**src/common/gpu_pkg.sv**
```systemverilog
package gpu_pkg;

    // data word and register file geometry
    localparam int XLEN     = 32;
    localparam int NUM_REGS = 32;
    localparam int NR_BITS  = 5;

    // four warps share one issue slot
    localparam int WIS_BITS = 2;

    // bank address is {wis, reg}
    localparam int RF_ADDR_BITS = NR_BITS + WIS_BITS;

    localparam int UUID_BITS = 8;
    localparam int OP_BITS   = 4;

    localparam int PERF_CTR_BITS = 32;

    // control fields carried alongside the operands
    typedef struct packed {
        logic [UUID_BITS-1:0] uuid;
        logic [WIS_BITS-1:0]  wis;
        logic [XLEN-1:0]      pc;
        logic                 wb;
        logic [OP_BITS-1:0]   op_type;
        logic                 use_imm;
        logic [XLEN-1:0]      imm;
        logic [NR_BITS-1:0]   rd;
    } issue_meta_t;

endpackage
```
**src/source/rf_perf_counters.sv**
```systemverilog
`timescale 1ns/1ps

module rf_perf_counters #(
    parameter int NUM_THREADS = 4
) (
    input  logic                              clk,
    input  logic                              reset,
    input  logic                              issue_fire,
    input  logic [$clog2(NUM_THREADS+1)-1:0]  wb_count,
    output logic [gpu_pkg::PERF_CTR_BITS-1:0] perf_rf_reads,
    output logic [gpu_pkg::PERF_CTR_BITS-1:0] perf_rf_writes
);
    localparam int CTRW = gpu_pkg::PERF_CTR_BITS;

    logic [CTRW-1:0] reads_inc;
    logic [CTRW-1:0] writes_inc;

    // all lanes of all three ports are read on every issue
    assign reads_inc = issue_fire ? CTRW'(3 * NUM_THREADS) : '0;

    // each enabled lane lands in three bank copies
    assign writes_inc = CTRW'(wb_count) * CTRW'(3);

    always_ff @(posedge clk) begin
        if (reset) begin
            perf_rf_reads  <= '0;
            perf_rf_writes <= '0;
        end else begin
            perf_rf_reads  <= perf_rf_reads + reads_inc;
            perf_rf_writes <= perf_rf_writes + writes_inc;
        end
    end

endmodule

```
**config.mk**
```make
export PLATFORM = sky130hd
export DESIGN_NAME = rf_perf_counters
export DESIGN_NICKNAME = d
export VERILOG_FILES = /design/src/common/gpu_pkg.sv /design/src/source/rf_perf_counters.sv
export SDC_FILE = /design/constraint.sdc
export NUM_CORES = 1
export LEC_CHECK = 0
export BUFFER_PORTS_ARGS = -buffer_cell sky130_fd_sc_hd__clkbuf_2
export CAP_MARGIN = 20
export CORE_MARGIN = 1.5
export CORE_UTILIZATION = 45
export CTS_CLUSTER_DIAMETER = 40
export DETAILED_ROUTE_END_ITERATION = 10
export HOLD_SLACK_MARGIN = 0.06
export PLACE_DENSITY = 0.69
export RECOVER_POWER = 100
export SYNTH_ARGS = -nofsm -noshare
export SYNTH_HDL_FRONTEND = slang
export SYNTH_SLANG_ARGS = --single-unit
```
**constraint.sdc**
```tcl
create_clock -name clk -period 3.7 [get_ports clk]
set_clock_uncertainty 0.1 [all_clocks]
set_input_delay 0.185 -clock clk [delete_from_list [all_inputs] [get_ports clk]]
set_output_delay 0.185 -clock clk [all_outputs]
set_load 0.02 [all_outputs]
```
== After elaboration in Yosys (flattened, before gate mapping) ==
Index checks and enable logic that the tools add are counted.

* Flip-flop bits (word level): 64
* Output and inout port bits: 64
* Logic and storage cells: 6

* Add/subtract/negate cells: 2
* Multipliers: 1
* Multiplexer cells: 1

{| class="wikitable"
|+ Operators with widths
! kind !! count
|-
| adder 32 x 4 -> 32 bit || 1
|-
| adder 32 x 5 -> 32 bit || 1
|-
| multiplier 3 x 2 -> 5 bit, second input constant || 1
|-
| two-way mux 4 bit || 1
|}

== Logic depth before layout (Yosys ltp) ==
* Depth after elaboration: 2
* Depth in mapped cells: 11
* Gate-level depth less buffers: 10

== Least setup slack after synthesis ==
OpenSTA, ideal clock, no wires.

* Path kind: register -> register
* From: register perf_rf_writes[1] (netlist bit)
* To: register perf_rf_writes[31] (netlist bit)
* Library setup time: 121 ps
* Arrival time: 2691 ps
* Data required time: 3479 ps
* Path slack: 788 ps
* Cell stages (with the launch flop): 12
* Path buffers: 1
* Clock period less this slack: 2912 ps
* Cell sequence: dfxtp_1 -> inv_1 -> fa_1 -> inv_1 -> ha_1 -> fa_1 -> nand3_1 -> and2_1 -> clkbuf_1 -> or4_4 -> nor2_1 -> mux2_2

* Cells in the longest elaborated chain, start to end: 1

{| class="wikitable"
|+ Ends and longest elaborated chain
! what !! RTL line !! text
|-
| from (decl) || rf_perf_counters.sv:11 || <nowiki>output logic [gpu_pkg::PERF_CTR_BITS-1:0] perf_rf_writes</nowiki>
|-
| from (signal assigned) || rf_perf_counters.sv:30 || <nowiki>perf_rf_writes <= perf_rf_writes + writes_inc;</nowiki>
|-
| adder 32 x 5 -> 32 bit || rf_perf_counters.sv:30 ||
|}

Every way passes these cells.
A chain may end at the register's enable or synchronous reset.

== Worst setup path in the final report ==
Same ends and word-level chain as after synthesis.

==> run_results.csv <==
group,metric,value,unit
run_status,status,"finished, final reports clean",
floorplanning,die_width,83.3,um
clock_tree,cts_tree,"built",
power_and_ir_drop,ir_drop,0.274,mV
synthesis,synth_top_area_share,42.8,%
synthesis,synth_edf_count,0,
global_route,grt_pass1_vias,2187,
critical_path,critical_path.top_delay_family,"simple AND/OR/NAND/NOR gates",
layout,fillers,627,
synthesis,ys.flop_type,"dfxtp_1",
critical_path,crit_start,"perf_rf_writes[1]$_SDFF_PP0_",
layout,drive_gt1_share,6.48,%
global_route,grt_overflow,0,
synthesis,syn_avg_cell_area,8.82,um^2
critical_path,crit_chain,"inv_1 -> fa_1 -> inv_1 -> ha_1 -> fa_1 -> nand3_1 -> and2_0 -> or4_1 -> nor2_1 -> mux2_2",
power_and_ir_drop,p_leak,0.00121,uW
sta,period_needed,2920,ps
sta,max_freq,343,MHz
synthesis,syn-cell-area,2900,um^2
global_route,grt_antenna_before_repair,0,
worst_hold_path,hold_start,"wb_count[0]",
critical_path,critPathMaxFanout,7,
synthesis,ys_top_cells_by_area,"dfxtp_1, xor2_1, nor2_1",
route,vias,2498,
sta,tns,0,ps
clock_tree,clk_latency,320,ps
critical_path,startpoint_type,"register",
layout,diodes,0,
sta,setup_viol,0,
clock_tree,post_cts_resized,0,
place,dp.final_hpwl,4290,um
route,wl_per_cell,12.8,um
sta,slew_headroom,39.9,%
run,maxCapViolCount,0,
synthesis,ys_warn_count,0,
route,drc,0,
sta,hold_violations,0,
route,viasPerCell,5.23,
sta,timing.final.crit_share,78.9,%
power_and_ir_drop,powerDensity,463,nW/um^2
synthesis,async_flop_share,0,%
clock_tree,path_clk_slew,70,ps
global_route,grt_first_pass_wirelength,10400,um
floorplanning,fp.dieH,83.3,um
synthesis,yosysSeqAreaShare,42.8,%
clock_tree,post_cts_buffers,0,
floorplanning,io_pins,70,
synthesis,ys_ff_latch,62,
worst_hold_path,min_path_type,"in -> reg",
global_route,grt_max_degree,44,
critical_path,r2r_start,"perf_rf_writes[1]$_SDFF_PP0_",
critical_path,arrival,3020,ps
critical_path,cp_num_buf_inv,2,
critical_path,crit_type,"reg -> reg",
route,wirelength,6120,um
place,port_buffers,67,
route,final_antenna_net_count,0,
floorplanning,rows,29,
critical_path,required,3810,ps
clock_tree,cts-root-buf,"clkbuf_8",
clock_tree,cts_buffers,9,
place,post-place-ws,850,ps
route,dr.first_iter.drc_count,114,
route,drt-pass1-iter-count,4,
critical_path,cp-end-kind,"register",
floorplanning,core_area,6280,um^2
critical_path,cpPeakStageDelay,580,ps
synthesis,synth_top_cell_by_area,"dfxtp_1",
global_route,grtUsageTotal,18.2,%
critical_path,slowest_stage,"or4_1",
floorplanning,die-area,6940,um^2
place,place.gp.congestion,0.836,
layout,syn2layout_area_growth,17.4,%
sta,rsz0062_at_grt,"no",
sta,worst_slew_pin_slew,902,ps
layout,num-nets-final,414,
synthesis,syn_inst,329,
clock_tree,clk_path_buf_depth,2,
clock_tree,cts_hold_buf,0,
clock_tree,htree_levels,3,
layout,fin_area,3410,um^2
place,placed_area,3290,um^2
synthesis,synth_cell_types,33,
floorplanning,start_util,46.2,%
sta,slew_viol_final,0,
clock_tree,clock_sinks,62,
sta,setup_slack,782,ps
path summary, 6_finish.rpt:
path / to / slack, ps / cells after the start
worst max-delay path: perf_rf_writes[31]$_SDFF_PP0_ / 780 / 10
worst min-delay path: perf_rf_writes[0]$_SDFF_PP0_ / 110 / 3
worst max register to register: perf_rf_writes[31]$_SDFF_PP0_ / 780 / 10
worst min register to register: perf_rf_writes[28]$_SDFF_PP0_ / 400 / 2
worst min-delay path, delay by kind of cell:
family / cells / cell delay, ps
buf+inv: 1 / 90
fa+ha+maj: 1 / 110
simple gates: 1 / 100
state kept, by name, summed over array words and instances, names as in the netlist:
name / cells
perf_rf_writes: 32
perf_rf_reads: 30
layout make-up:
cell class	count	area [um^2]	area share, %
Multi-Input combinational cell	245	1570	46.0
Inverter	10	37.5	1.10
Tap cell	77	96.3	2.83
Sequential cell	62	1240	36.4
Timing Repair Buffer	68	265	7.79
Clock buffer	12	155	4.55
Clock inverter	4	45.0	1.32
report_power, final:
part / switching, uW / internal (uW) / total [uW] / leakage [uW]
sequential: 23.0 / 696 / 719 / 0.000501
clock: 250 / 345 / 595 / 0.000106
combinational: 166 / 95.4 / 262 / 0.000606
routing by layer:
metal | track usage, % | up-vias | routed length, um
li1 | - | 1261 | -
met1 | 26.2 | 1172 | 3060
met2 | 26.4 | 59 | 2660
met3 | 4.17 | 6 | 325
met4 | 6.82 | 0 | 67
met5 | 0 | - | 0
metrics by stage:
step / hold slack (ps) / util, % / power [uW] / instances
5_1_grt: 129 / 54.3 / 1670 / 478
3_3_place_gp: 385 / 52.4 / 1000 / 462
4_1_cts: 94.3 / 55.6 / 1610 / 478
6_report: 108 / 54.3 / 1580 / 478
3_5_place_dp: 390 / 52.4 / 1000 / 462
2_1_floorplan: 319 / - / 938 / 330
cells in the mapped netlist, drive strengths merged, types with 2 or more instances:
library cell and count:
clkbuf 11, nand3 16, o21ai 5, xor2 27
nor2 59, nor4 12, and2 3, a21o 2
buf 2, a211oi 2, dfxtp 62, nor3 6
a21oi 8, nor2b 6, nand4 22, and4 5
xnor2 23, ha 8, inv 10, nand2 17
or3 6, fa 4, and3 5
layout by cell type, fill, tap and decap left out:
cell type | netlist | layout
bufinv_16 | 0 | 1
nor3_1 | 6 | 6
nand3_1 | 16 | 16
mux2_2 | 1 | 1
a21o_1 | 2 | 2
and4_4 | 1 | 1
clkbuf_8 | 0 | 11
nor2_1 | 59 | 59
clkinv_2 | 0 | 3
o21ai_0 | 5 | 5
nand4_2 | 1 | 1
a211o_1 | 1 | 1
conb_1 | 1 | 2
nand2_1 | 17 | 17
ha_1 | 8 | 8
and4_1 | 4 | 4
nor2b_1 | 6 | 6
xnor2_1 | 23 | 23
nand4_1 | 21 | 21
or2_2 | 1 | 1
a21oi_1 | 8 | 8
inv_1 | 10 | 10
or4_1 | 0 | 1
or4b_2 | 1 | 1
and3_1 | 5 | 5
xor2_1 | 27 | 27
and2_0 | 0 | 1
and2_1 | 3 | 2
dfxtp_1 | 62 | 62
nand4b_1 | 1 | 1
a211oi_1 | 2 | 2
fa_1 | 4 | 4
clkbuf_2 | 0 | 5
o21a_1 | 1 | 1
nor4_1 | 12 | 12
or3_1 | 6 | 6
buf_4 | 2 | 1
clkbuf_1 | 11 | 63
kinds of logic (layout without fill, tap and decap cells):
kind of cell	after synthesis	after routing	share of synthesized area (%)
xor+xnor	50	50	15.1
compound gates	19	19	3.84
buf+inv	23	94	3.23
other cells	1	2	0.129
simple gates	161	161	28.3
mux	1	1	0.388
fa+ha+maj	12	12	6.21
flops	62	62	42.8
Power figures use the tool's default switching activity.
